**src/cpu_cfg.svh**
```systemverilog
// cpu configuration: data width, reset pc and register count
`ifndef CPU_CFG_SVH
`define CPU_CFG_SVH

// data and address width
`define CPU_XLEN 64

// pc after reset
`define CPU_RESET_PC 64'h0

// integer registers
`define CPU_NREGS 32

`endif

```
**src/regfile.sv**
```systemverilog
// register file: 32 x 64-bit, two async read ports, one sync write port
`timescale 1ns/100ps
`default_nettype none

`include "cpu_cfg.svh"

module regfile (
  input  wire                          clk,
  input  wire                          rst_n_i,
  input  wire [$clog2(`CPU_NREGS)-1:0] rs1_i,
  input  wire [$clog2(`CPU_NREGS)-1:0] rs2_i,
  output wire [`CPU_XLEN-1:0]          rs1_data_o,
  output wire [`CPU_XLEN-1:0]          rs2_data_o,
  input  wire [$clog2(`CPU_NREGS)-1:0] rd_i,
  input  wire                          rd_wen_i,
  input  wire [`CPU_XLEN-1:0]          rd_data_i
);

  logic [`CPU_XLEN-1:0] regs [0:`CPU_NREGS-1];

  always_ff @(posedge clk or negedge rst_n_i) begin
    if (!rst_n_i) begin
      for (int i = 0; i < `CPU_NREGS; i++) begin
        regs[i] <= '0;
      end
    end else if (rd_wen_i && (rd_i != '0)) begin
      regs[rd_i] <= rd_data_i;
    end
  end

  // x0 reads as zero
  assign rs1_data_o = (rs1_i == '0) ? '0 : regs[rs1_i];
  assign rs2_data_o = (rs2_i == '0) ? '0 : regs[rs2_i];

endmodule

`default_nettype wire

```
**config.mk**
```make
export PLATFORM = sky130hd
export DESIGN_NAME = regfile
export DESIGN_NICKNAME = d
export VERILOG_FILES = /design/src/regfile.sv
export VERILOG_INCLUDE_DIRS = /design/src
export SDC_FILE = /design/constraint.sdc
export NUM_CORES = 2
export LEC_CHECK = 0
export BUFFER_PORTS_ARGS = -buffer_cell sky130_fd_sc_hd__buf_4
export CORE_AREA = 2 2 494 496
export DETAILED_ROUTE_END_ITERATION = 7
export DIE_AREA = 0 0 496 498
export PLACE_DENSITY = 0.58
export SLEW_MARGIN = 25
export SYNTH_ARGS = -nofsm -noshare
export SYNTH_HDL_FRONTEND = slang
export SYNTH_SLANG_ARGS = --single-unit
```
**constraint.sdc**
```tcl
create_clock -name clk -period 2.6 [get_ports clk]
set_clock_uncertainty 0.1 [all_clocks]
set_input_delay 0.13 -clock clk [delete_from_list [all_inputs] [get_ports clk]]
set_output_delay 0.13 -clock clk [all_outputs]
set_load 0.01 [all_outputs]
```
[Yosys cells after proc, flatten, opt, wreduce, memory -nomap -nowiden]
Index checks and enable logic that the tools add are counted.
Operators by class
  $add $sub $neg: 0
  $mul: 0
  div/mod/pow operators: 0
  $lt $le $gt $ge: 4
  eq/ne operators: 0
  shift-type cells: 0
  mux-type cells: 11
  bitwise logic cells: 3
  reduce and logical (&&, ||, !) cells: 5
Operators by type and width (count)
  $bwmux 2048: 1
  $bmux 64 s5: 2
  $mux 64: 7
  $demux 64 s5: 1
  $ge 6x6->1 const B: 3
  $not 5->6: 3
  $logic_not 5->1: 2
  $lt 6x1->1 const B: 1
  $reduce_bool 5->1: 1
  $logic_and 1x1->1: 2
Word-level totals
  flip-flop bits (word level): 2048
  bits in latches: 0
  memory bits (writable): 0
  bits in read-only memories: 0
  input port bits: 82
  memories: 0

[Depth between registers and ports, before layout]
  depth in word-level cells: 6
  gate-level depth with buffers: 10
  depth with buffers taken out: 4

[Least setup slack after synthesis]
No wires, ideal clock.
  path kind: input-to-output
  start point: in rs2_i[0]
  end point: out rs2_data_o[14]
  arrival time: 1.907 ns
  data required time: 2.370 ns
  slack: 0.463 ns
  stages: 8
  cell sequence: buf_2 -> buf_6 -> buf_2 -> buf_2 -> mux4_2 -> mux2i_1 -> o22ai_1 -> a31o_2
On the way
  longest elaborated chain between the ends: 5
  elaborated cells on any way between the ends: 6
  those cells by class: mux (4); bitwise (1); reduce/logical (1)
Ends and longest elaborated chain
  start: declaration: line regfile.sv:11  | input wire [$clog2(`CPU_NREGS)-1:0] rs2_i,
  $not 5->6 (not written as such): line regfile.sv:33  | assign rs2_data_o = (rs2_i == '0) ? '0 : regs[rs2_i];
  $bmux 64 s5: line regfile.sv:33
  $mux 64 (not written as such) (2 in series): line regfile.sv:33
  $mux 64 (*): line regfile.sv:33
  end: declaration: line regfile.sv:13  | output wire [`CPU_XLEN-1:0] rs2_data_o,
Mark *: on every way between the ends. The rest lies on a longest branch, timed or not. The select of a mux whose other input is x is not followed.

[Worst setup path after layout]
  start point: reg regs[1527] (netlist name)
  end point: out rs2_data_o[55]
On the way
  longest elaborated chain between the ends: 4
Ends and longest elaborated chain
  start: declaration: line regfile.sv:19  | logic [`CPU_XLEN-1:0] regs [0:`CPU_NREGS-1];
  start signal: indexed assignment: line regfile.sv:27  | regs[rd_i] <= rd_data_i;
  $bmux 64 s5: line regfile.sv:33
  $mux 64 (not written as such) (2 in series): line regfile.sv:33
  $mux 64: line regfile.sv:33
Every way passes these cells. The select of a mux whose other input is x is not followed.

==> metrics.yaml <==
global_routing:
  grt_pass1_vias: 71700
  grt_first_pass_wirelength_um: 522000
  overflow: 0
  grt.total_usage_pct: 29.0
  antenna_found_initial: 11
  grt_max_degree: 136
placed_design:
  dp_cells: 10100
  port-buffer-count: 209
  globalplace.congestion: 0.827
  dp_hpwl_um: 221000
synthesis:
  ys_seq_area_share_pct: 47.3
  ys_async_sr_fraction_pct: 100
  synth.ff_latch_count: 2048
  synth_warnings: 0
  syn_avg_cell_area_um2: 15.6
  synth_cells: 6963
  synth_edf_count: 0
  synth_cell_type_count: 48
  synth_fp_nets: 7045
  netlist_area_um2: 108000
  yosys_most_used_dff: "dfrtp_1"
timing:
  worst_slack_ns: -0.431
  period_share_pct: 117
  final-hold-violation-count: 0
  relSlewSlack_pct: 38.4
  setup_viol: 128
  clock.fmax_mhz: 330
  max_slew.worst_pin.slew_ns: 0.917
  period_minus_slack_ns: 3.03
  slew_violations: 0
  rsz0062_at_grt: "true"
detailed_routing:
  ant_nets: 0
  drt-pass1-iter-count: 7
  routed-via-count: 68200
  vias_per_cell: 6.39
  drt_drc_violations_left: 0
  finalWirelength_um: 358000
  wire_per_inst_um: 33.5
  drtIter0Drc: 5173
critical_path:
  cp.arrival_ns: 2.80
  cpPeakStageDelay_ns: 0.62
  crit_start: "regs[1527]$_DFFE_PN0P_"
  end_kind: "primary output"
  crit_slowest_cell: "or4_4"
  path_cells: "mux4_2 > mux2i_1 > nor2_1 > or4_4 > buf_6"
  crit_fanout: 3
  cp-start-kind: "flip-flop"
  r2r_start: "regs[1645]$_DFFE_PN0P_"
  critical_path_class: "reg -> out"
  required_ns: 2.37
floorplanning:
  dieArea_um2: 247000
  fp.coreArea_um2: 242000
  die_width_um: 496
  die_h_um: 498
  num_io_pins: 210
  row_count: 181
  start_util_pct: 44.8
worst_hold_path:
  hold_class: "in -> reg"
  min_from: "rd_data_i[57]"
outcome:
  status: "finished with violations"
  violations: "negative setup slack"
cells_and_area:
  mostFrequentLayoutCells: "dfrtp_1 (2048), mux2_2 (1993), mux4_2 (968)"
  stdcell_count: 10700
  nets: 7357
  drive_above_1_share_pct: 58.5
  final_common_cell: "dfrtp_1"
  largest_reg_flops: 2048
  reg_top3: "regs: 2048 flops"
  area_growth_pct: 18.0
  largest_register: "regs"
clock_network:
  clockRootBuffer: "clkbuf_16"
  cts_tree: "built"
  clock_sinks: 2048
  clockBufferDepth: 3
  path_clk_slew_ns: 0.06
  htree_levels: 4
  numCtsBuffers: 225
  worst_skew_pair.late_latency_ns: 0.87
run:
  drv_cap: 0
pwr:
  p_leak_nw: 55.7
  p_total_w: 0.0970
  peakVddDrop_mv: 0.642
  powerDensity_nw_per_um2: 759
==> cell families after synthesis <==
| group | Yosys count | share of synthesized area, % |
|---|---|---|
| compound gates | 328 | 2.14 |
| buf+inv | 807 | 3.28 |
| flops | 2048 | 47.3 |
| mux | 3510 | 45.9 |
| simple gates | 270 | 1.41 |
==> per-layer routing <==
| metal | share of wire [%] | global-route usage (%) | up-vias | routed length, um |
|---|---|---|---|---|
| li1 | - | - | 27600 | - |
| met5 | 0 | 0 | - | 0 |
| met2 | 48 | 46.5 | 2219 | 173000 |
| met3 | 5.4 | 4.65 | 589 | 19300 |
| met4 | 3.7 | 10.1 | 0 | 13200 |
| met1 | 43 | 40.3 | 37800 | 153000 |
==> critical path, delay by kind of cell, from the launching register on <==
| family | cells | cell delay, ns |
|---|---|---|
| buf+inv | 1 | 0.16 |
| flops | 1 | 0.40 |
| mux | 2 | 0.65 |
| simple gates | 2 | 0.70 |
==> where the power goes <==
| part | switching (W) | internal [W] |
|---|---|---|
| registers | 0.00441 | 0.0380 |
| logic | 0.00840 | 0.0134 |
| clock network | 0.0137 | 0.0192 |
| total | 0.0265 | 0.0706 |
==> worst paths after layout <==
kind                                          end  slack (ns)  depth (start not counted)
hold / removal              regs[313]$_DFFE_PN0P_        0.20                          3
hold reg to reg            regs[1992]$_DFFE_PN0P_        0.28                          0
max in group asynchronous   regs[670]$_DFFE_PN0P_        1.04                          4
min in group asynchronous   regs[400]$_DFFE_PN0P_        0.50                          4
setup / recovery                   rs2_data_o[55]       -0.43                          5
setup reg to reg           regs[1645]$_DFFE_PN0P_        1.13                          2
==> synth_stat cells, types with 17 or more instances <==
cell type	count	area (um2)
a22oi_1	26	195
buf_1	51	191
buf_2	286	1430
buf_4	26	195
clkbuf_1	434	1630
dfrtp_1	2048	51200
mux2_2	2008	22600
mux2i_1	520	5200
mux4_2	968	21800
nand2_1	40	150
nor2_1	30	113
nor2b_1	39	244
nor3_1	17	85.1
o22a_1	17	149
o22ai_1	182	1140
or2_1	71	444
==> layout make-up <==
cell class | instances | area (um2)
clock buffer | 345 | 6750
sequential | 2048 | 51200
clock inverter | 69 | 806
antenna | 13 | 32.5
tap | 3202 | 4010
timing repair buffer | 892 | 10000
fill | 19800 | 114000
multi-input combinational | 4108 | 55000
==> timing repair <==
item / in CTS / in global routing
hold buffers: 76 / 0
pin swaps: 166 / 78
buffers inserted: 65 / 25
gates resized for setup: 290 / 61
setup endpoints to repair: 128 / 128
hold endpoints to repair: 4032 / 0
==> stage by stage <==
stage / setup TNS, ns / worst slack [ns] / area [um2] / utilization [%] / hold WS [ns]
after detailed placement: -0.868 / -0.361 / 117000 / 48.5 / -0.0359
after global placement: -0.768 / -0.290 / 117000 / 48.5 / -0.0274
after floorplan: 0 / 0.463 / 108000 / - / -0.266
final: -15.31 / -0.431 / 128000 / 52.9 / 0.198
after global routing: -27.34 / -0.514 / 128000 / 52.9 / 0.193
after CTS: -24.36 / -0.504 / 127000 / 52.7 / 0.135
Note: power is estimated with default switching activity, not from simulation.
