[config.mk]
export PLATFORM = sky130hd
export DESIGN_NAME = stage_ctrl
export DESIGN_NICKNAME = d
export VERILOG_FILES = /design/src/cpu_cfg.svh /design/src/cpu_pkg.sv /design/src/stage_ctrl.sv
export SDC_FILE = /design/constraint.sdc
export NUM_CORES = 1
export LEC_CHECK = 0
export BUFFER_PORTS_ARGS = -buffer_cell sky130_fd_sc_hd__buf_2
export CAP_MARGIN = 20
export CORE_AREA = 8 8 45 47
export CTS_CLUSTER_DIAMETER = 30
export DETAILED_ROUTE_END_ITERATION = 8
export DIE_AREA = 0 0 53 55
export GPL_TIMING_DRIVEN = 1
export PLACE_DENSITY = 0.47
export SLEW_MARGIN = 20
export SYNTH_ARGS = -nofsm -noshare
export SYNTH_HDL_FRONTEND = slang
export SYNTH_SLANG_ARGS = --single-unit
[constraint.sdc]
create_clock -name clk -period 2.1 [get_ports clk]
set_input_delay 0.105 -clock clk [delete_from_list [all_inputs] [get_ports clk]]
set_output_delay 0.105 -clock clk [all_outputs]
set_load 0.1 [all_outputs]
[src/cpu_cfg.svh]
// cpu configuration: data width, reset pc and register count
`ifndef CPU_CFG_SVH
`define CPU_CFG_SVH

// data and address width
`define CPU_XLEN 64

// pc after reset
`define CPU_RESET_PC 64'h0

// integer registers
`define CPU_NREGS 32

`endif

[src/cpu_pkg.sv]
// cpu package: sequencer states, alu operations and rv64i major opcodes
`default_nettype none

package cpu_pkg;

  // sequencer states, one instruction at a time
  typedef enum logic [2:0] {
    S_FETCH     = 3'd0,
    S_DECODE    = 3'd1,
    S_EXECUTE   = 3'd2,
    S_WRITEBACK = 3'd3,
    S_HALT      = 3'd4
  } ctrl_state_e;

  // alu operations
  typedef enum logic [2:0] {
    ALU_ADD    = 3'd0,
    ALU_SUB    = 3'd1,
    ALU_AND    = 3'd2,
    ALU_OR     = 3'd3,
    ALU_XOR    = 3'd4,
    ALU_SLT    = 3'd5,
    ALU_PASS_B = 3'd6
  } alu_op_e;

  // major opcodes of the supported subset
  localparam logic [6:0] OPC_OP     = 7'b0110011;
  localparam logic [6:0] OPC_OP_IMM = 7'b0010011;
  localparam logic [6:0] OPC_LUI    = 7'b0110111;
  localparam logic [6:0] OPC_JAL    = 7'b1101111;
  localparam logic [6:0] OPC_BRANCH = 7'b1100011;

endpackage

`default_nettype wire

[src/stage_ctrl.sv]
// stage sequencer: steps fetch, decode, execute, writeback and handles halt
`timescale 1ns/100ps
`default_nettype none

module stage_ctrl (
  input  wire   clk,
  input  wire   rst_n_i,
  input  wire   fetched_req_i,
  output logic  fetched_ack_o,
  input  wire   bus_err_i,
  input  wire   illegal_i,
  input  wire   rd_wen_i,
  output logic  fetch_en_o,
  output logic  decode_en_o,
  output logic  exec_en_o,
  output logic  wb_en_o,
  output logic  pc_load_o,
  output logic  rf_wen_o,
  output logic  commit_valid_o,
  output logic  halt_o
);

  cpu_pkg::ctrl_state_e state_q;
  cpu_pkg::ctrl_state_e state_d;

  always_comb begin
    state_d = state_q;
    case (state_q)
      cpu_pkg::S_FETCH: begin
        if (fetched_req_i) begin
          state_d = bus_err_i ? cpu_pkg::S_HALT : cpu_pkg::S_DECODE;
        end
      end
      cpu_pkg::S_DECODE: state_d = cpu_pkg::S_EXECUTE;
      // illegal flag is registered by decode, seen here
      cpu_pkg::S_EXECUTE: begin
        state_d = illegal_i ? cpu_pkg::S_HALT : cpu_pkg::S_WRITEBACK;
      end
      cpu_pkg::S_WRITEBACK: state_d = cpu_pkg::S_FETCH;
      cpu_pkg::S_HALT:      state_d = cpu_pkg::S_HALT;
      default:              state_d = cpu_pkg::S_HALT;
    endcase
  end

  always_ff @(posedge clk or negedge rst_n_i) begin
    if (!rst_n_i) begin
      state_q <= cpu_pkg::S_FETCH;
    end else begin
      state_q <= state_d;
    end
  end

  assign fetch_en_o    = (state_q == cpu_pkg::S_FETCH);
  assign fetched_ack_o = fetch_en_o & fetched_req_i;
  assign decode_en_o   = (state_q == cpu_pkg::S_DECODE);
  assign exec_en_o     = (state_q == cpu_pkg::S_EXECUTE);
  assign wb_en_o       = (state_q == cpu_pkg::S_WRITEBACK);
  assign halt_o        = (state_q == cpu_pkg::S_HALT);

  // writeback retires the instruction and moves the pc
  assign pc_load_o      = wb_en_o;
  assign commit_valid_o = wb_en_o;
  assign rf_wen_o       = wb_en_o & rd_wen_i;

endmodule

`default_nettype wire

# Word level (Yosys, flattened, before mapping)
# Index checks and enable logic that the tools add are counted.
# Widths: inputs -> output; s select.
word_totals:
  register_bits: 3
  inputBits: 6
  out_inout_bits: 9
  elab_cells: 13
op_classes:
  eq_ne: 5
  mux: 4
  bitwise_logic: 2
  n_reduce_logical: 1
ops:
  columns: ["cell", "n"]
  rows:
  - ["$pmux 3 s4", 1]
  - ["$mux 3", 3]
  - ["$eq 3x2->1 const B", 2]
  - ["$eq 3x1->1 const B", 1]
  - ["$eq 3x3->1 const B", 1]
  - ["$logic_not 3->1", 1]
  - ["$and 1x1->1", 2]
  - ["$ne 2x2->1 const B", 1]

# Logic depth before layout (Yosys ltp)
depth:
  word_depth: 3
  depth_mapped: 2
  depth_no_buf: 2

# Least setup slack after synthesis
# No wires, ideal clock.
synth_path:
  path_kind: "register to output"
  from: "register state_q[0]"
  to: "output fetched_ack_o"
  arrival_ps: 3521
  t_required_ps: 1995
  path_slack_ps: -1526
  path_stages_with_launch: 3
  path_buffers: 0
  cell_sequence: "dfrtp_1 nor3_1 and2_1"
synth_via:
  elab_chain_cells: 2
synth_rtl:
  columns: ["item", "line", "rtl"]
  rows:
  - ["start, declared", "stage_ctrl.sv:23", "cpu_pkg::ctrl_state_e state_q;"]
  - ["start signal, assigned", "stage_ctrl.sv:47", "state_q <= cpu_pkg::S_FETCH;"]
  - ["start signal, assigned", "stage_ctrl.sv:49", "state_q <= state_d;"]
  - ["$logic_not 3->1", "stage_ctrl.sv:53", "assign fetch_en_o = (state_q == cpu_pkg::S_FETCH);"]
  - ["net fetch_en_o", "stage_ctrl.sv:13", "output logic fetch_en_o,"]
  - ["$and 1x1->1", "stage_ctrl.sv:54", "assign fetched_ack_o = fetch_en_o & fetched_req_i;"]
  - ["end, declared", "stage_ctrl.sv:9", "output logic fetched_ack_o,"]
# The timed path passes the listed nets, and every way through them passes these cells.

# Worst setup path in the final report
layout_path:
  from: "register state_q[2]"
  to: "output rf_wen_o"
layout_via:
  elab_chain_cells: 2
layout_rtl:
  columns: ["item", "line", "rtl"]
  rows:
  - ["$eq 3x2->1", "stage_ctrl.sv:57", "assign wb_en_o = (state_q == cpu_pkg::S_WRITEBACK);"]
  - ["$and 1x1->1", "stage_ctrl.sv:63", "assign rf_wen_o = wb_en_o & rd_wen_i;"]
  - ["end, declared", "stage_ctrl.sv:18", "output logic rf_wen_o,"]
# No other way between the ends.

==> impl_metrics.json <==
{
  "syn_to_final_growth_pct": 58.68,
  "final_nets": 45,
  "finalSetupViolCount": 0,
  "io_buffers": 14,
  "max_clock_freq_ghz": 0.6055,
  "gp_congestion": 0.6364,
  "clk_latency_ns": 0.23,
  "ant_nets": 0,
  "yosysUniqueCellTypes": 13,
  "stdcell_count": 54,
  "critPathLaunchType": "register",
  "core_area_mm2": 0.001384,
  "cts_tree": "done",
  "holdBufCountCts": 1,
  "clkTransAtPathRegs_ns": 0.04,
  "vias": 211,
  "worst_slew_pin_slew_ns": 0.4900,
  "rows": 14,
  "synth_cells": 21,
  "vias_per_cell": 3.907,
  "clock_path_buffers": 2,
  "fin_crit_ns": 1.651,
  "path_max_fanout": 8,
  "max-cap-violations": 0,
  "p_leak_nw": 0.1651,
  "h-tree-depth": 1,
  "antenna_found_initial": 0,
  "worst_setup_path_end_kind": "output port",
  "drc_errors": 0,
  "cp.arrival_ns": 1.55,
  "drt_iter0_drc": 0,
  "seq_area_frac_synth_pct": 35.93,
  "track_usage_pct": 4.210,
  "top_regs": "state_q (3)",
  "crit_required_ns": 2.00,
  "die_h_um": 55,
  "wl_per_cell_um": 10.09,
  "grt_setup_unrepaired": "no",
  "drt-pass1-iter-count": 1,
  "max-slew-margin-rel_pct": 67.56,
  "final_common_cell": "buf_2",
  "drive_gt1_share_pct": 55.26,
  "yosysTopAreaCell": "dfrtp_1",
  "mostFrequentLayoutCells": "14 x buf_2, 3 x clkbuf_4, 3 x dfrtp_1",
  "synth_nets": 27,
  "hold_path.class": "in2reg",
  "maxSlewViolCount": 0,
  "root_buffer": "clkbuf_4",
  "synth.area.top_cells": "dfrtp_1 36%, and2_1 9.0%, and3b_1 8.4%",
  "finalHoldViolations": 0,
  "drt_wl_total_um": 545,
  "ir_drop_uv": 195.8,
  "syn_area_um2": 209.0,
  "post_cts_buffers": 0,
  "skew_ns": 0.006871,
  "io_pins": 15,
  "die_w_um": 53,
  "final_util_pct": 23.96,
  "path_class": "reg2out",
  "grt_pass1_wl_um": 814,
  "ys_ff_latch": 3,
  "start_util_pct": 15.10,
  "cts.sinks": 3,
  "grt_pass1_vias": 181,
  "cts_buffers": 3,
  "largest_register_ffs": 3,
  "syn-mean-instance-area_um2": 9.950,
  "hold_ws_ns": 0.1447,
  "ys_warn_count": 0,
  "grt-ovfl-total": 0,
  "cts_resized": 0,
  "period_share_pct": 78.64,
  "top_register": "state_q",
  "power_density_mw_per_mm2": 510.4,
  "status": "completed",
  "grt_max_degree": 11,
  "r2r_setup_slack_ns": 0.91,
  "dp.cells": 49,
  "synth_top_area_share_pct": 35.93,
  "die-area_mm2": 0.002915,
  "antennaDiodeCount": 0
}
==> layer usage <==
layer	track usage, %	vias up	share of wire, %
met3	5.080	0	24
met4	3.879	0	0
met1	4.566	89	42
met2	3.711	13	34
met5	0	-	0
li1	-	109	-
==> cells in the mapped netlist <==
cell type	number
a211oi_2	1
and2_1	3
and3b_1	2
a21oi_1	1
nor3b_1	2
or2b_1	1
or3b_1	2
nor3_1	1
dfrtp_1	3
nor2_1	1
buf_4	2
nand2b_1	1
a311o_1	1
==> final cells by class <==
cell class | instances | area (um^2)
Tap cell | 16 | 20.02
Clock buffer | 4 | 26.28
Timing Repair Buffer | 15 | 80.08
Sequential cell | 3 | 75.07
Multi-Input combinational cell | 16 | 130.1
Fill cell | 164 | 1052
==> power by group <==
| group | switching [mW] | leakage, nW | internal (mW) | total (mW) |
|---|---|---|---|---|
| sequential | 0.000000180 | 0.0367 | 0.0581 | 0.0581 |
| combinational | 0.00331 | 0.113 | 0.00518 | 0.00849 |
| clock | 0.0313 | 0.0150 | 0.0713 | 0.103 |
| total | 0.0346 | 0.165 | 0.135 | 0.169 |
==> worst paths after layout <==
check	start	endpoint	cells after the start
worst min-delay path	bus_err_i	state_q[2]$_DFFE_PN0P_	2
max in group asynchronous	rst_n_i	state_q[0]$_DFFE_PN0P_	2
worst max-delay path	state_q[2]$_DFFE_PN0P_	rf_wen_o	3
worst max register to register	state_q[1]$_DFFE_PN0P_	state_q[0]$_DFFE_PN0P_	2
worst min register to register	state_q[0]$_DFFE_PN0P_	state_q[0]$_DFFE_PN0P_	1
min in group asynchronous	rst_n_i	state_q[1]$_DFFE_PN0P_	2
==> through the flow <==
stage	setup TNS [ns]	power (mW)	setup slack (ns)	area, um^2
after CTS	0	0.1753	0.4299	331.6
after global routing	0	0.1823	0.3574	331.6
after detailed placement	0	0.06605	0.6883	295.3
after floorplan	-1.298	0.05996	-0.6918	220.2
final	0	0.1692	0.4486	331.6
after global placement	0	0.06606	0.6979	295.3
==> critical path, cell delays in order (launching register included) <==
cell	delay, ns
dfrtp_1	0.46
and3b_1	0.29
and2_2	0.14
buf_2	0.41
==> logic make-up after synthesis <==
kind of cell           after synthesis  synth area share (%)
flip-flops                           3                 35.93
AND/OR/NAND/NOR                     13                 43.71
buffers and inverters                2                 7.184
AO/OA/AOI/OAI                        3                 13.17
No activity file was read; power rests on OpenSTA's default activity.
