==> config.mk <==
export PLATFORM = sky130hd
export DESIGN_NAME = exe_stage
export DESIGN_NICKNAME = d
export VERILOG_FILES = /design/src/cpu_pkg.sv /design/src/exe_stage.sv
export VERILOG_INCLUDE_DIRS = /design/src
export SDC_FILE = /design/constraint.sdc
export NUM_CORES = 1
export LEC_CHECK = 0
export BUFFER_PORTS_ARGS = -buffer_cell sky130_fd_sc_hd__clkbuf_2
export CAP_MARGIN = 40
export CORE_ASPECT_RATIO = 0.9
export CORE_MARGIN = 8
export CORE_UTILIZATION = 44
export DETAILED_ROUTE_END_ITERATION = 10
export GPL_TIMING_DRIVEN = 1
export PLACE_DENSITY = 0.76
export SETUP_SLACK_MARGIN = 0.05
export SLEW_MARGIN = 5
export SYNTH_ARGS = -nofsm -noshare
export SYNTH_HDL_FRONTEND = slang
export SYNTH_SLANG_ARGS = --single-unit
==> constraint.sdc <==
create_clock -name clk -period 0.8 [get_ports clk]
set_input_delay 0.16 -clock clk [delete_from_list [all_inputs] [get_ports clk]]
set_output_delay 0.16 -clock clk [all_outputs]
set_load 0.01 [all_outputs]
==> src/cpu_cfg.svh <==
// cpu configuration: data width, reset pc and register count
`ifndef CPU_CFG_SVH
`define CPU_CFG_SVH

// data and address width
`define CPU_XLEN 64

// pc after reset
`define CPU_RESET_PC 64'h0

// integer registers
`define CPU_NREGS 32

`endif

==> src/cpu_pkg.sv <==
// cpu package: sequencer states, alu operations and rv64i major opcodes
`default_nettype none

package cpu_pkg;

  // sequencer states, one instruction at a time
  typedef enum logic [2:0] {
    S_FETCH     = 3'd0,
    S_DECODE    = 3'd1,
    S_EXECUTE   = 3'd2,
    S_WRITEBACK = 3'd3,
    S_HALT      = 3'd4
  } ctrl_state_e;

  // alu operations
  typedef enum logic [2:0] {
    ALU_ADD    = 3'd0,
    ALU_SUB    = 3'd1,
    ALU_AND    = 3'd2,
    ALU_OR     = 3'd3,
    ALU_XOR    = 3'd4,
    ALU_SLT    = 3'd5,
    ALU_PASS_B = 3'd6
  } alu_op_e;

  // major opcodes of the supported subset
  localparam logic [6:0] OPC_OP     = 7'b0110011;
  localparam logic [6:0] OPC_OP_IMM = 7'b0010011;
  localparam logic [6:0] OPC_LUI    = 7'b0110111;
  localparam logic [6:0] OPC_JAL    = 7'b1101111;
  localparam logic [6:0] OPC_BRANCH = 7'b1100011;

endpackage

`default_nettype wire

==> src/exe_stage.sv <==
// execute stage: alu, branch decision and next pc
`timescale 1ns/100ps
`default_nettype none

`include "cpu_cfg.svh"

module exe_stage (
  input  wire                    clk,
  input  wire                    rst_n_i,
  input  wire                    exec_en_i,
  input  wire [`CPU_XLEN-1:0]    pc_i,
  input  cpu_pkg::alu_op_e       alu_op_i,
  input  wire [`CPU_XLEN-1:0]    op1_i,
  input  wire [`CPU_XLEN-1:0]    op2_i,
  input  wire [`CPU_XLEN-1:0]    imm_i,
  input  wire                    is_jal_i,
  input  wire                    is_branch_i,
  input  wire                    branch_ne_i,
  output logic [`CPU_XLEN-1:0]   result_o,
  output logic [`CPU_XLEN-1:0]   next_pc_o
);

  logic [`CPU_XLEN-1:0] alu_res;
  logic [`CPU_XLEN-1:0] pc_plus4;
  logic [`CPU_XLEN-1:0] pc_target;
  logic                 equal;
  logic                 taken;

  always_comb begin
    case (alu_op_i)
      cpu_pkg::ALU_ADD:    alu_res = op1_i + op2_i;
      cpu_pkg::ALU_SUB:    alu_res = op1_i - op2_i;
      cpu_pkg::ALU_AND:    alu_res = op1_i & op2_i;
      cpu_pkg::ALU_OR:     alu_res = op1_i | op2_i;
      cpu_pkg::ALU_XOR:    alu_res = op1_i ^ op2_i;
      cpu_pkg::ALU_SLT: begin
        alu_res = {{(`CPU_XLEN-1){1'b0}}, ($signed(op1_i) < $signed(op2_i))};
      end
      cpu_pkg::ALU_PASS_B: alu_res = op2_i;
      default:             alu_res = op1_i + op2_i;
    endcase
  end

  assign pc_plus4  = pc_i + `CPU_XLEN'd4;
  assign pc_target = pc_i + imm_i;
  assign equal     = (op1_i == op2_i);

  // bne is taken on inequality, beq on equality
  assign taken = is_jal_i | (is_branch_i & (equal ^ branch_ne_i));

  always_ff @(posedge clk or negedge rst_n_i) begin
    if (!rst_n_i) begin
      next_pc_o <= `CPU_RESET_PC;
    end else if (exec_en_i) begin
      next_pc_o <= taken ? pc_target : pc_plus4;
    end
  end

  // jal links the return address
  always_ff @(posedge clk) begin
    if (exec_en_i) begin
      result_o <= is_jal_i ? pc_plus4 : alu_res;
    end
  end

endmodule

`default_nettype wire

After elaboration in Yosys (flattened, before gate mapping). Index checks and enable logic that the tools add are counted.

Add/sub/neg operators: 4. Multipliers: 0. Div/mod/pow operators: 0. $lt $le $gt $ge: 1. Equal/unequal tests: 7. Shifts and indexed selects: 0. Muxes and demuxes: 3. Bitwise gates (word level): 6. Reductions and logical operators: 0.

Operator list (number): 64-bit one-hot mux with 6 select lines (1); 64-bit adder (2); 64-bit two-way mux (2); 64-bit by 3-bit adder with 64-bit output (second input constant) (1); 64-bit bitwise AND (1); 64-bit equality test (1); 64-bit less-than comparator (1); 64-bit OR (1); 64-bit subtractor (1); 64-bit XOR (1); 3-bit equality test (second input constant) (3); 3-bit by 2-bit equality test with 1-bit output (second input constant) (2); 3-bit by 1-bit equality test with 1-bit output (second input constant) (1); 1-bit bitwise AND (1); 1-bit OR (1); 1-bit XOR (1).

Bits in registers: 128. Bits in latches: 0. RAM bits: 0. Bits in read-only memories: 0. Bits of input ports: 265. Output and inout port bits: 128. Logic and storage cells: 23. Memories kept: 0.

Longest topological paths before layout.
Depth in word-level cells: 5. Gate-level depth with buffers: 15. Mapped depth without buffers: 15.

Worst setup path after synthesis. No wires, ideal clock.

Path type: input to register. From: input op1_i[0]. To: register result_o[52], data pin. Setup time: 0.265 ns. Arrival: 3.017 ns. Required time: 0.535 ns. Slack: -2.483 ns. Cell stages on the path: 15. Buffers on the path: 0. Cells stage by stage: inv_1 > ha_1 > inv_1 > fa_1 > nor2b_1 > o21ai_1 > o211ai_1 > a311o_1 > and2_4 > o31ai_4 > a31oi_1 > or3_4 > and4_4 > nor4b_2 > o21ai_1.

Longest elaborated chain between the ends: 3. Elaborated cells between the ends (all ways): 4. Classes of those cells: 2 x add/sub; 2 x mux.

Ends and longest elaborated chain: start: declaration (RTL line exe_stage.sv:13) `` input wire [`CPU_XLEN-1:0] op1_i, ``; 64-bit adder / 64-bit subtractor (equally long branches) (RTL line exe_stage.sv:31, exe_stage.sv:40, exe_stage.sv:32); 64-bit one-hot mux with 6 select lines * (RTL line exe_stage.sv:30) `case (alu_op_i)`; 64-bit two-way mux * (RTL line exe_stage.sv:62) `result_o <= is_jal_i ? pc_plus4 : alu_res;`; end signal: assignment (RTL line exe_stage.sv:62); end: declaration (RTL line exe_stage.sv:19) `` output logic [`CPU_XLEN-1:0] result_o, ``.

Mark *: on every way between the ends. The rest lies on a longest branch, timed or not. A chain may end at the register's enable or synchronous reset.

Final worst setup path.
From: input op2_i[1]. To: register result_o[58], data pin.

Longest elaborated chain between the ends: 3. Elaborated cells between the ends (all ways): 4. Classes of those cells: 2 x add/sub; 2 x mux.

Ends and longest elaborated chain: start: declaration (RTL line exe_stage.sv:14) `` input wire [`CPU_XLEN-1:0] op2_i, ``; 64-bit adder / 64-bit subtractor (equally long branches) (RTL line exe_stage.sv:31, exe_stage.sv:40, exe_stage.sv:32); 64-bit one-hot mux with 6 select lines * (RTL line exe_stage.sv:30); 64-bit two-way mux * (RTL line exe_stage.sv:62).

Marks and branches as above.

==> flow_summary.ini <==
[critical_path]
critPathRequiredTime_ns = 1.04
worst-path-max-fanout = 4
timing.rr.end = next_pc_o[52]$_DFFE_PN0P_
crit_slowest_cell = fa_2
worstSetupEndpointType = register
start_kind = input pin
cp_slowest_stage_delay_ns = 0.36
path_class = input pin to register
reg2reg_from = next_pc_o[52]$_DFFE_PN0P_
path_cells = clkbuf_16, clkinvlp_4, buf_6, fa_2, nand2b_4, a211oi_4, o2111ai_4, a21oi_2, o211ai_1, a21o_1, nand4_1, buf_4, nand3_2, mux2i_1, a221oi_2, a21oi_1
regToRegSetupSlack_ns = -0.17
crit_arrival_ns = 3.28
r2r_cells = 3

[sta]
rsz0062_at_grt = true
min_period_ns = 3.038
slew_headroom = 0.3978
finalSetupViolations = 256
fmax_mhz = 329.1
slew_violations = 0
finalCritPeriodShare = 3.798
setup_slack_ns = -2.238
worst_pin_slew_ns = 0.9005
finalClockSkew_ns = 0
hold_ws_ns = 0.04447
finalHoldViolations = 0

[run]
cap_violations = 0

[clocking]
clk_pin_slew_ns = 0.07
cts_tree = yes
htree_levels = 4
insertion_delay_ns = 0.51
clock_sinks = 128
cts_buffers = 17
clock-root-buffer = clkbuf_16
clock_path_buffers = 2

[hold_path]
hold_path_startpoint = exec_en_i
holdCritPathClass = input pin to register
hold_path_depth = 3
hold_end = next_pc_o[44]$_DFFE_PN0P_

[route]
ant_nets = 0
highest_layer = met5
wirelength_mm = 124.8
dr.pass1.iters = 6
drt-vias-per-instance = 5.991
wire_per_inst_um = 23.19
drc_errors = 0
m1WireLength_mm = 47.98
drt_iter0_markers = 3762
vias = 32240
met3_length_mm = 12.94
met2_length_mm = 54.25

[logic_synthesis]
synthFlopType = edfxtp_1
syn-num-nets = 3658
yosysSeqAreaShare = 0.1589
ys_warn_count = 0
syn_avg_cell_area_um2 = 7.076
synth_edf_count = 64
synth_seq_cells = 128
async_reset_ff_frac = 0.5000
synthCells = 3134
ys_types = 92
netlist_area_mm2 = 0.02218

[place]
place_inst = 5232
place.gp.congestion = 1.077
hpwl_mm = 96.13
placed_cell_area_mm2 = 0.03478
io_buffers = 392
place_ws_ns = -2.941

[floorplan]
fp.dieW_um = 252.6
initial_core_util = 0.4429
io_pins = 393
fp-row-count = 78
coreArea_mm2 = 0.05007
die_h_um = 229.0
dieArea_mm2 = 0.05785

[global_routing]
grt_pass1_wl_mm = 180.5
grt-ovfl-total = 0
grt_pass1_vias = 31340
track_usage = 0.3976
grt_max_degree = 45
antenna_found_initial = 8

[power]
vdd_drop_max_mv = 1.929
pwr_density_cell_mw_per_mm2 = 1211
power.total_mw = 48.09
leakage_nw = 18.73

[finish]
multi_input_area_mm2 = 0.02068
post-route-cell-area_mm2 = 0.03970
fin_nets = 5207
regArea_mm2 = 0.003523
drive_gt1_frac = 0.5019
fin_cells = 5381
area_growth_pct = 79.04
nFillCells = 3533

[outcome]
violations = setup timing
outcome = finished with violations
[routing by layer]
metal  vias up  global-route usage
li1      14580                   -
met1     15070              0.4983
met2      2057              0.6143
met3       524             0.08729
met4         6              0.2487
met5         -                   0
[cell usage in the layout, fill, tap and decap left out, drive strengths merged, types with 32 or more instances in the layout]
master  count
a211oi     41
a21o       98
a21oi     375
a221oi     39
a31oi      32
buf      1377
clkbuf    363
dfrtp      64
edfxtp     64
ha        256
inv       246
nand2     240
nand3      77
nand4      60
nor2      288
nor3       58
nor4       32
o21ai     255
o21bai     61
o22ai      55
o31ai      35
xnor2     113
xor2       57
[power by group]
part           internal, mW  leakage, nW  switching [mW]
Combinational          14.8         17.1            16.2
Sequential             7.99         1.36           0.728
Clock                  4.31        0.263            4.03
Total                  27.1         18.7            21.0
[area by class of cell]
type	count	share of cell area
Clock buffer	18	0.01081
Tap cell	680	0.02143
Clock inverter	14	0.003340
Multi-Input combinational cell	2566	0.5208
Timing Repair Buffer	1723	0.3296
Sequential cell	128	0.08874
Antenna cell	5	0.0003151
Inverter	247	0.02499
[worst max-delay path by stage]
| stage | from | endpoint | cells after the start |
|---|---|---|---|
| 6_report | op2_i[1] | result_o[58]$_DFFE_PP_ | 16 |
| 3_5_place_dp | op1_i[0] | result_o[52]$_DFFE_PP_ | 16 |
| 2_1_floorplan | op1_i[0] | result_o[52]$_DFFE_PP_ | 15 |
| 4_1_cts | op1_i[0] | result_o[52]$_DFFE_PP_ | 16 |
| 3_3_place_gp | op1_i[0] | result_o[52]$_DFFE_PP_ | 16 |
| 5_1_grt | op2_i[1] | result_o[47]$_DFFE_PP_ | 17 |
[repair_timing]
action,in CTS,in global routing
resized for setup,376,421
setup buffers,40,83
hold buffers,1,0
pin swaps,143,211
cloned,8,1
setup endpoints to repair,256,256
hold endpoints to repair,64,0
[per-stage QoR]
| stage | util | TNS [ns] |
|---|---|---|
| 2_1_floorplan | - | -222.25 |
| 3_3_place_gp | 0.6948 | -324.03 |
| 3_5_place_dp | 0.6948 | -332.30 |
| 4_1_cts | 0.7506 | -280.30 |
| 5_1_grt | 0.7930 | -304.80 |
| 6_report | 0.7930 | -292.89 |
[sequential cells by signal (all words and copies together), names as in the netlist]
| register | cells |
|---|---|
| next_pc_o | 64 |
| result_o | 64 |
[cells by family (layout without fill, tap and decap cells)]
| logic type | after synthesis | in the layout | share of synthesized area |
|---|---|---|---|
| AOI/OAI and AO/OA | 1202 | 1203 | 0.3450 |
| adders and majority gates | 259 | 259 | 0.1472 |
| muxes | 25 | 25 | 0.01157 |
| and+or+nand+nor | 908 | 909 | 0.1936 |
| xor gates and xnor gates | 170 | 170 | 0.06714 |
| buffers and inverters | 442 | 2002 | 0.07657 |
| DFF | 128 | 128 | 0.1589 |
| other | 0 | 5 | 0 |
[critical path, delay by kind of cell]
family / cells / cell delay (ns)
buffers and inverters: 4 / 0.54
adder cells (fa/ha/maj): 1 / 0.36
AO/OA/AOI/OAI: 7 / 1.65
multiplexers: 1 / 0.14
AND/OR/NAND/NOR: 3 / 0.41
[synthesized netlist by cell type, drive strengths merged, types with 41 or more instances]
library cell,count,area share
o21bai,61,0.021
xnor2,113,0.045
nand4,60,0.017
edfxtp,64,0.087
nand3,77,0.017
o22ai,55,0.016
a211oi,41,0.014
o21ai,255,0.058
xor2,57,0.023
nand2,239,0.041
clkbuf,158,0.027
inv,243,0.041
nor3,58,0.014
dfrtp,64,0.072
nor2,288,0.049
a21oi,375,0.085
a21o,97,0.033
ha,256,0.14
Power figures use the tool's default switching activity.
