==> src/cpu_cfg.svh <==
// cpu configuration: data width, reset pc and register count
`ifndef CPU_CFG_SVH
`define CPU_CFG_SVH

// data and address width
`define CPU_XLEN 64

// pc after reset
`define CPU_RESET_PC 64'h0

// integer registers
`define CPU_NREGS 32

`endif

==> src/cpu_pkg.sv <==
// cpu package: sequencer states, alu operations and rv64i major opcodes
`default_nettype none

package cpu_pkg;

  // sequencer states, one instruction at a time
  typedef enum logic [2:0] {
    S_FETCH     = 3'd0,
    S_DECODE    = 3'd1,
    S_EXECUTE   = 3'd2,
    S_WRITEBACK = 3'd3,
    S_HALT      = 3'd4
  } ctrl_state_e;

  // alu operations
  typedef enum logic [2:0] {
    ALU_ADD    = 3'd0,
    ALU_SUB    = 3'd1,
    ALU_AND    = 3'd2,
    ALU_OR     = 3'd3,
    ALU_XOR    = 3'd4,
    ALU_SLT    = 3'd5,
    ALU_PASS_B = 3'd6
  } alu_op_e;

  // major opcodes of the supported subset
  localparam logic [6:0] OPC_OP     = 7'b0110011;
  localparam logic [6:0] OPC_OP_IMM = 7'b0010011;
  localparam logic [6:0] OPC_LUI    = 7'b0110111;
  localparam logic [6:0] OPC_JAL    = 7'b1101111;
  localparam logic [6:0] OPC_BRANCH = 7'b1100011;

endpackage

`default_nettype wire

==> src/id_stage.sv <==
// decode stage: field decode, immediate generation and operand capture
`timescale 1ns/100ps
`default_nettype none

`include "cpu_cfg.svh"

module id_stage (
  input  wire                    clk,
  input  wire                    rst_n_i,
  input  wire                    decode_en_i,
  input  wire [31:0]             inst_i,
  output wire [4:0]              rs1_o,
  output wire [4:0]              rs2_o,
  input  wire [`CPU_XLEN-1:0]    rs1_data_i,
  input  wire [`CPU_XLEN-1:0]    rs2_data_i,
  output logic [4:0]             rd_o,
  output logic                   rd_wen_o,
  output cpu_pkg::alu_op_e       alu_op_o,
  output logic [`CPU_XLEN-1:0]   op1_o,
  output logic [`CPU_XLEN-1:0]   op2_o,
  output logic [`CPU_XLEN-1:0]   imm_o,
  output logic                   is_jal_o,
  output logic                   is_branch_o,
  output logic                   branch_ne_o,
  output logic                   illegal_o
);

  logic [6:0]           opcode;
  logic [2:0]           funct3;
  logic [6:0]           funct7;
  logic [`CPU_XLEN-1:0] imm_i;
  logic [`CPU_XLEN-1:0] imm_u;
  logic [`CPU_XLEN-1:0] imm_b;
  logic [`CPU_XLEN-1:0] imm_j;

  logic [`CPU_XLEN-1:0] imm_d;
  logic [`CPU_XLEN-1:0] op2_d;
  cpu_pkg::alu_op_e     alu_op_d;
  logic                 rd_wen_d;
  logic                 jal_d;
  logic                 branch_d;
  logic                 illegal_d;

  assign opcode = inst_i[6:0];
  assign funct3 = inst_i[14:12];
  assign funct7 = inst_i[31:25];
  assign rs1_o  = inst_i[19:15];
  assign rs2_o  = inst_i[24:20];

  assign imm_i = {{(`CPU_XLEN-12){inst_i[31]}}, inst_i[31:20]};
  assign imm_u = {{(`CPU_XLEN-32){inst_i[31]}}, inst_i[31:12], 12'b0};
  assign imm_b = {{(`CPU_XLEN-13){inst_i[31]}}, inst_i[31], inst_i[7],
                  inst_i[30:25], inst_i[11:8], 1'b0};
  assign imm_j = {{(`CPU_XLEN-21){inst_i[31]}}, inst_i[31], inst_i[19:12],
                  inst_i[20], inst_i[30:21], 1'b0};

  always_comb begin
    imm_d     = imm_i;
    op2_d     = rs2_data_i;
    alu_op_d  = cpu_pkg::ALU_ADD;
    rd_wen_d  = 1'b0;
    jal_d     = 1'b0;
    branch_d  = 1'b0;
    illegal_d = 1'b0;
    case (opcode)
      cpu_pkg::OPC_OP: begin
        rd_wen_d = 1'b1;
        case ({funct7, funct3})
          {7'h00, 3'b000}: alu_op_d = cpu_pkg::ALU_ADD;
          {7'h20, 3'b000}: alu_op_d = cpu_pkg::ALU_SUB;
          {7'h00, 3'b111}: alu_op_d = cpu_pkg::ALU_AND;
          {7'h00, 3'b110}: alu_op_d = cpu_pkg::ALU_OR;
          {7'h00, 3'b100}: alu_op_d = cpu_pkg::ALU_XOR;
          {7'h00, 3'b010}: alu_op_d = cpu_pkg::ALU_SLT;
          default:         illegal_d = 1'b1;
        endcase
      end
      cpu_pkg::OPC_OP_IMM: begin
        // only addi
        rd_wen_d  = 1'b1;
        op2_d     = imm_i;
        illegal_d = (funct3 != 3'b000);
      end
      cpu_pkg::OPC_LUI: begin
        rd_wen_d = 1'b1;
        imm_d    = imm_u;
        op2_d    = imm_u;
        alu_op_d = cpu_pkg::ALU_PASS_B;
      end
      cpu_pkg::OPC_JAL: begin
        rd_wen_d = 1'b1;
        jal_d    = 1'b1;
        imm_d    = imm_j;
      end
      cpu_pkg::OPC_BRANCH: begin
        // beq and bne
        branch_d  = 1'b1;
        imm_d     = imm_b;
        illegal_d = (funct3[2:1] != 2'b00);
      end
      default: illegal_d = 1'b1;
    endcase
  end

  always_ff @(posedge clk or negedge rst_n_i) begin
    if (!rst_n_i) begin
      rd_wen_o    <= 1'b0;
      alu_op_o    <= cpu_pkg::ALU_ADD;
      is_jal_o    <= 1'b0;
      is_branch_o <= 1'b0;
      branch_ne_o <= 1'b0;
      illegal_o   <= 1'b0;
    end else if (decode_en_i) begin
      rd_wen_o    <= rd_wen_d;
      alu_op_o    <= alu_op_d;
      is_jal_o    <= jal_d;
      is_branch_o <= branch_d;
      branch_ne_o <= funct3[0];
      illegal_o   <= illegal_d;
    end
  end

  always_ff @(posedge clk) begin
    if (decode_en_i) begin
      rd_o  <= inst_i[11:7];
      op1_o <= rs1_data_i;
      op2_o <= op2_d;
      imm_o <= imm_d;
    end
  end

endmodule

`default_nettype wire

==> config.mk <==
export PLATFORM = sky130hd
export DESIGN_NAME = id_stage
export DESIGN_NICKNAME = d
export VERILOG_FILES = /design/src/cpu_pkg.sv /design/src/id_stage.sv
export VERILOG_INCLUDE_DIRS = /design/src
export SDC_FILE = /design/constraint.sdc
export NUM_CORES = 1
export LEC_CHECK = 0
export BUFFER_PORTS_ARGS = -buffer_cell sky130_fd_sc_hd__clkbuf_2
export CAP_MARGIN = 20
export CORE_MARGIN = 5
export CORE_UTILIZATION = 35
export CTS_BUF_LIST = sky130_fd_sc_hd__clkbuf_16
export CTS_CLUSTER_SIZE = 10
export DETAILED_ROUTE_END_ITERATION = 7
export PLACE_DENSITY = 0.64
export SLEW_MARGIN = 0
export SYNTH_ARGS = -nofsm -noshare
export SYNTH_HDL_FRONTEND = slang
export SYNTH_SLANG_ARGS = --single-unit
==> constraint.sdc <==
create_clock -name clk -period 1.5 [get_ports clk]
set_input_delay 0.45 -clock clk [delete_from_list [all_inputs] [get_ports clk]]
set_output_delay 0.45 -clock clk [all_outputs]
set_load 0.03 [all_outputs]
# Word level (Yosys, flattened, before mapping)
# Index checks and enable logic that the tools add are counted.
[word_totals]
register_bits = 173
elab_cells = 35
in_bits = 163
[op_classes]
n_eq_ne = 10
reduce_logical = 6
mux = 9
[ops]
columns = ["cell", "n"]
rows = [
  ["64-bit one-hot mux with 2 select lines", 1],
  ["31-bit one-hot mux with 3 select lines", 1],
  ["10-bit by 3-bit == test with 1-bit output, second input constant", 3],
  ["3-bit one-hot mux with 5 select lines", 1],
  ["7-bit by 6-bit == test with 1-bit output, second input constant", 2],
  ["7-bit == test, second input constant", 2],
  ["10-bit by 2-bit == test with 1-bit output, second input constant", 1],
  ["10-bit by 9-bit == test with 1-bit output, second input constant", 1],
  ["10-bit zero test", 1],
  ["7-bit by 5-bit == test with 1-bit output, second input constant", 1],
  ["3-bit one-hot mux with 2 select lines", 1],
  ["6-bit OR reduction", 1],
  ["1-bit 2-to-1 mux", 4],
  ["1-bit one-hot mux with 4 select lines", 1],
  ["4-bit OR reduction", 1],
  ["3-bit nonzero test", 1],
  ["2-bit nonzero test", 1],
  ["2-bit OR reduction", 1],
]

# Longest topological paths before layout
[logic_depth]
ltp_word = 4
mapped_depth = 7
ltp_nobuf = 4

# Least setup slack after synthesis
# OpenSTA, ideal clock, no wires.
[synth_timing]
path_type = "input to register"
from = "input port inst_i[2]"
to = "register op2_o[12] (data pin)"
slack_ns = -0.365
setup_time_ns = 0.261
cell_stages = 6
arrival_time_ns = 1.604
path_cell_list = "buf_2 xor2_1 or3_4 buf_6 buf_6 a221o_1"
[synth_via]
elab_chain_cells = 2
word_cells_on_any_way = 3
[synth_lines]
columns = ["item", "line", "rtl"]
rows = [
  ["start: declaration", "id_stage.sv:11", "input wire [31:0] inst_i,"],
  ["7-bit by 6-bit == test with 1-bit output / 7-bit by 5-bit == test with 1-bit output (equally long branches)", "id_stage.sv:65", "case (opcode)"],
  ["64-bit one-hot mux with 2 select lines *", "id_stage.sv:65", ""],
  ["via op2_d[12]", "id_stage.sv:37", "logic [`CPU_XLEN-1:0] op2_d;"],
  ["end signal: assignment", "id_stage.sv:127", "op2_o <= op2_d;"],
  ["end: declaration", "id_stage.sv:20", "output logic [`CPU_XLEN-1:0] op2_o,"],
]
# The timed path passes the listed nets; every way through them passes the cells marked *.
# A chain may end at the register's enable or synchronous reset.

# Worst setup path in the final report
[layout_timing]
from = "register, netlist name imm_o[31]"
to = "output port imm_o[32]"
[layout_rtl]
columns = ["item", "line", "rtl"]
rows = [
  ["end: declaration", "id_stage.sv:21", "output logic [`CPU_XLEN-1:0] imm_o,"],
]
# No word-level cell between the ends.

==> results.cfg <==
[cts]
cts.path.max_buffers = 2
cts.reportedPaths.clkPinSlew_ps = 80
cts_num_sinks = 173
ctsHtreeMaxLevel = 4
tritoncts = built
clock_root_buffer_master = sky130_fd_sc_hd__clkbuf_16
cts_buffers = 17
post_cts_buffers = 0
clk_latency_ps = 420

[synthesis]
async_reset_ff_share_pct = 4.62
yosys_register_bits = 173
synth.yosys.seq_area_share_pct = 76.0
synth_top_family_by_area = compound AO/OA/AOI/OAI gates
muxShareOfSynthArea_pct = 0.664
post_synth_and_or_nand_nor_area_fraction_pct = 5.07
synth-xor-area-share_pct = 0.258
synth_cell_type_count = 38
syn-cell-area_um2 = 6780
synth_fa_ha_area_share_pct = 0
synth_enable_flop_cells = 165
postSynthNetCount = 569
leading_area_contributor_after_synthesis = sky130_fd_sc_hd__edfxtp_1
synth.most_common_cell = sky130_fd_sc_hd__edfxtp_1
synthFlopType = sky130_fd_sc_hd__edfxtp_1
top_area_cell_type_share_of_the_netlist_area_pct = 73.1
synth_compound_gate_area_share_pct = 11.0
synth_area_leaders = sky130_fd_sc_hd__edfxtp_1, sky130_fd_sc_hd__buf_4, sky130_fd_sc_hd__a21o_1
synthTopCellsByCount = sky130_fd_sc_hd__edfxtp_1, sky130_fd_sc_hd__buf_4, sky130_fd_sc_hd__a21o_1, sky130_fd_sc_hd__nand2_1, sky130_fd_sc_hd__a221o_1
ys_warn_count = 0
postSynthAreaPerCell_um2 = 16.7
syn_inst = 406

[job]
drv.max_cap_violation_count = 0

[sta]
ratio_of_final_minimum_period_to_clock_period_pct = 111
final-hold-violation-count = 0
slack_of_the_critical_path_ps = -164
worst_clock_skew_ps = 0
rsz0062_at_grt = yes
final.min_clock_period_ps = 1660
final.setup.tns_ps = -5270
max_clock_freq_mhz = 601
slew_violations = 0
relSlewSlack_pct = 72.0
worst_pin_slew_ps = 420
setup_violations = 33

[floorplan]
floorplan.die_area_um2 = 22300
pin_count = 378
start_util_pct = 35.2
floorplan.core_area_um2 = 19300
placement_rows = 51
fp.dieH_um = 149
chipWidth_um = 149

[cells_and_area]
synthToLayoutAreaGrowth_pct = 46.0
post_route_cells_drive_above_1_share_pct = 59.2
n_fill_cell = 1702
final_nets = 952
multiInputGateArea_um2 = 1220
antenna_cells = 0
final-seq-area_um2 = 5150

[placed_design]
port_buffers = 377
dp.final_hpwl_um = 15600
gp_congestion = 0.807

[critical_path]
start_kind = register
worst_ep_arrival_time_ps = 1210
endpoint_of_the_most_critical_setup_path = imm_o[32]
reg2regPathDepth = 1
end_kind = primary output
rrSetupSlack_ps = 750
worst-path-max-fanout = 33
cp-startpoint = imm_o[31]$_DFFE_PP_
r2r_start = is_jal_o$_DFFE_PN0P_
worst_path_required_time_ps = 1050
worstSetupPathType = register to primary output
worstReg2RegEnd = is_jal_o$_DFFE_PN0P_

[routing]
initialDrtViolationCount = 161
detail_route.wirelength.met1_um = 8060
drtAntennaViolNets = 0
route.met3.wl_um = 1540
post_drt_wl_per_cell_um = 19.1
post-route-drc-count = 0
vias_per_cell = 4.56
highest-signal-layer = met5
wl_met2_um = 10600
dr.pass1.iters = 4
detailroute.via_count = 4864
drt_wl_total_um = 20400

[power]
powerDensity_nw_per_um2 = 1270
net-switching-power_mw = 3.72
power_frac_comb_pct = 17.3
internal_power_mw = 8.85
peak_supply_drop_v = 0.000723
power.switching_fraction_pct = 29.6
share_clk_of_total_power_pct = 36.5
total_power_mw = 12.6
relative_contribution_of_sequential_cells_to_total_power_pct = 46.3
cellLeakagePower_nw = 4.60

[run_status]
failing_checks = negative setup slack
outcome = finished with violations

[grt]
first_global_vias = 4899
total_overflow_reported_by_the_global_router = 0
grt_first_pass_wirelength_um = 28900
number_of_antenna_violations_at_the_first_check_in_global_routing = 1
groute.usage.overall_pct = 17.5
grt_start_max_net_pins = 34

[hold_path]
hp_class = input port to register
-- per-layer routing --
layer | global-route usage (%) | vias up
met2 | 30.6 | 214
met3 | 5.23 | 19
met4 | 4.62 | 2
met5 | 0 | -
li1 | - | 2298
met1 | 21.0 | 2331
-- cell type report --
class,instances,share of cell area [%]
Tap cell,265,3.35
Inverter,4,0.152
Sequential cell,173,52.1
Timing Repair Buffer,428,25.7
Clock inverter,15,2.15
Multi-Input combinational cell,165,12.3
Clock buffer,17,4.30
-- per-stage QoR --
step                      worst slack, ps  hold slack [ps]  cell area (µm²)  utilization (%)  instances
after floorplan                      -314              154             6830                -        406
after global placement               -491              306             9080             47.1       1032
after detailed placement             -518              305             9080             47.1       1032
after CTS                            -178              173             9890             51.3       1067
after global routing                 -211              167             9900             51.4       1067
final                                -164              195             9900             51.4       1067
-- worst max-delay path, stage by stage (launching register included) --
cell and delay (ps):
sky130_fd_sc_hd__edfxtp_1 420, sky130_fd_sc_hd__buf_12 180, sky130_fd_sc_hd__clkbuf_4 190
-- power by group through the flow --
stage          clock (mW)  sequential, mW  combinational (mW)
2_1_floorplan           0            6.73               0.487
3_3_place_gp            0            5.92                2.11
3_5_place_dp            0            5.93                2.12
4_1_cts              4.70            5.82                2.18
5_1_grt              4.92            5.85                2.28
6_report             4.58            5.81                2.17
-- flip-flops by register name, summed over array words and instances, names as in the netlist --
register / cells
imm_o: 32
op2_o: 64
branch_ne_o: 1
op1_o: 64
rd_wen_o: 1
is_jal_o: 1
alu_op_o: 3
is_branch_o: 1
rd_o: 5
illegal_o: 1
-- cells in the final DEF (no fill, tap or decap), drive strengths merged, types with 3 or more instances in the layout --
cell type    n
nand2       24
nor2b        8
mux2         4
clkinv       9
a221o       20
edfxtp     165
dfrtp        8
inv          9
o21ai        4
buf         73
nor2        10
a22o        16
or3          3
nand3b       4
nor3         3
a21oi        4
clkbuf     371
a21o        42
-- cells by family after synthesis --
family	count (synthesis)
AND/OR/NAND/NOR	64
buffers and inverters	70
XOR/XNOR	2
multiplexers	4
AO/OA/AOI/OAI	93
flip-flops	173
-- repair_timing --
item / in CTS / in global routing
endpoints found under the hold margin: 8 / 0
pin swaps: 1 / 0
resized for setup: 46 / 26
cloned: 2 / 0
hold buffers: 1 / 0
setup endpoints to repair: 64 / 56
-- worst min path at each step --
stage              startpoint                 endpoint  cells after the start
2_1_floorplan         rst_n_i  alu_op_o[0]$_DFFE_PN0P_                      0
3_3_place_gp          rst_n_i     is_jal_o$_DFFE_PN0P_                      1
3_5_place_dp          rst_n_i  is_branch_o$_DFFE_PN0P_                      1
4_1_cts        rs1_data_i[60]      op1_o[60]$_DFFE_PP_                      1
5_1_grt         rs1_data_i[4]       op1_o[4]$_DFFE_PP_                      1
6_report       rs1_data_i[60]      op1_o[60]$_DFFE_PP_                      1
Note: power is estimated with default switching activity, not from simulation.
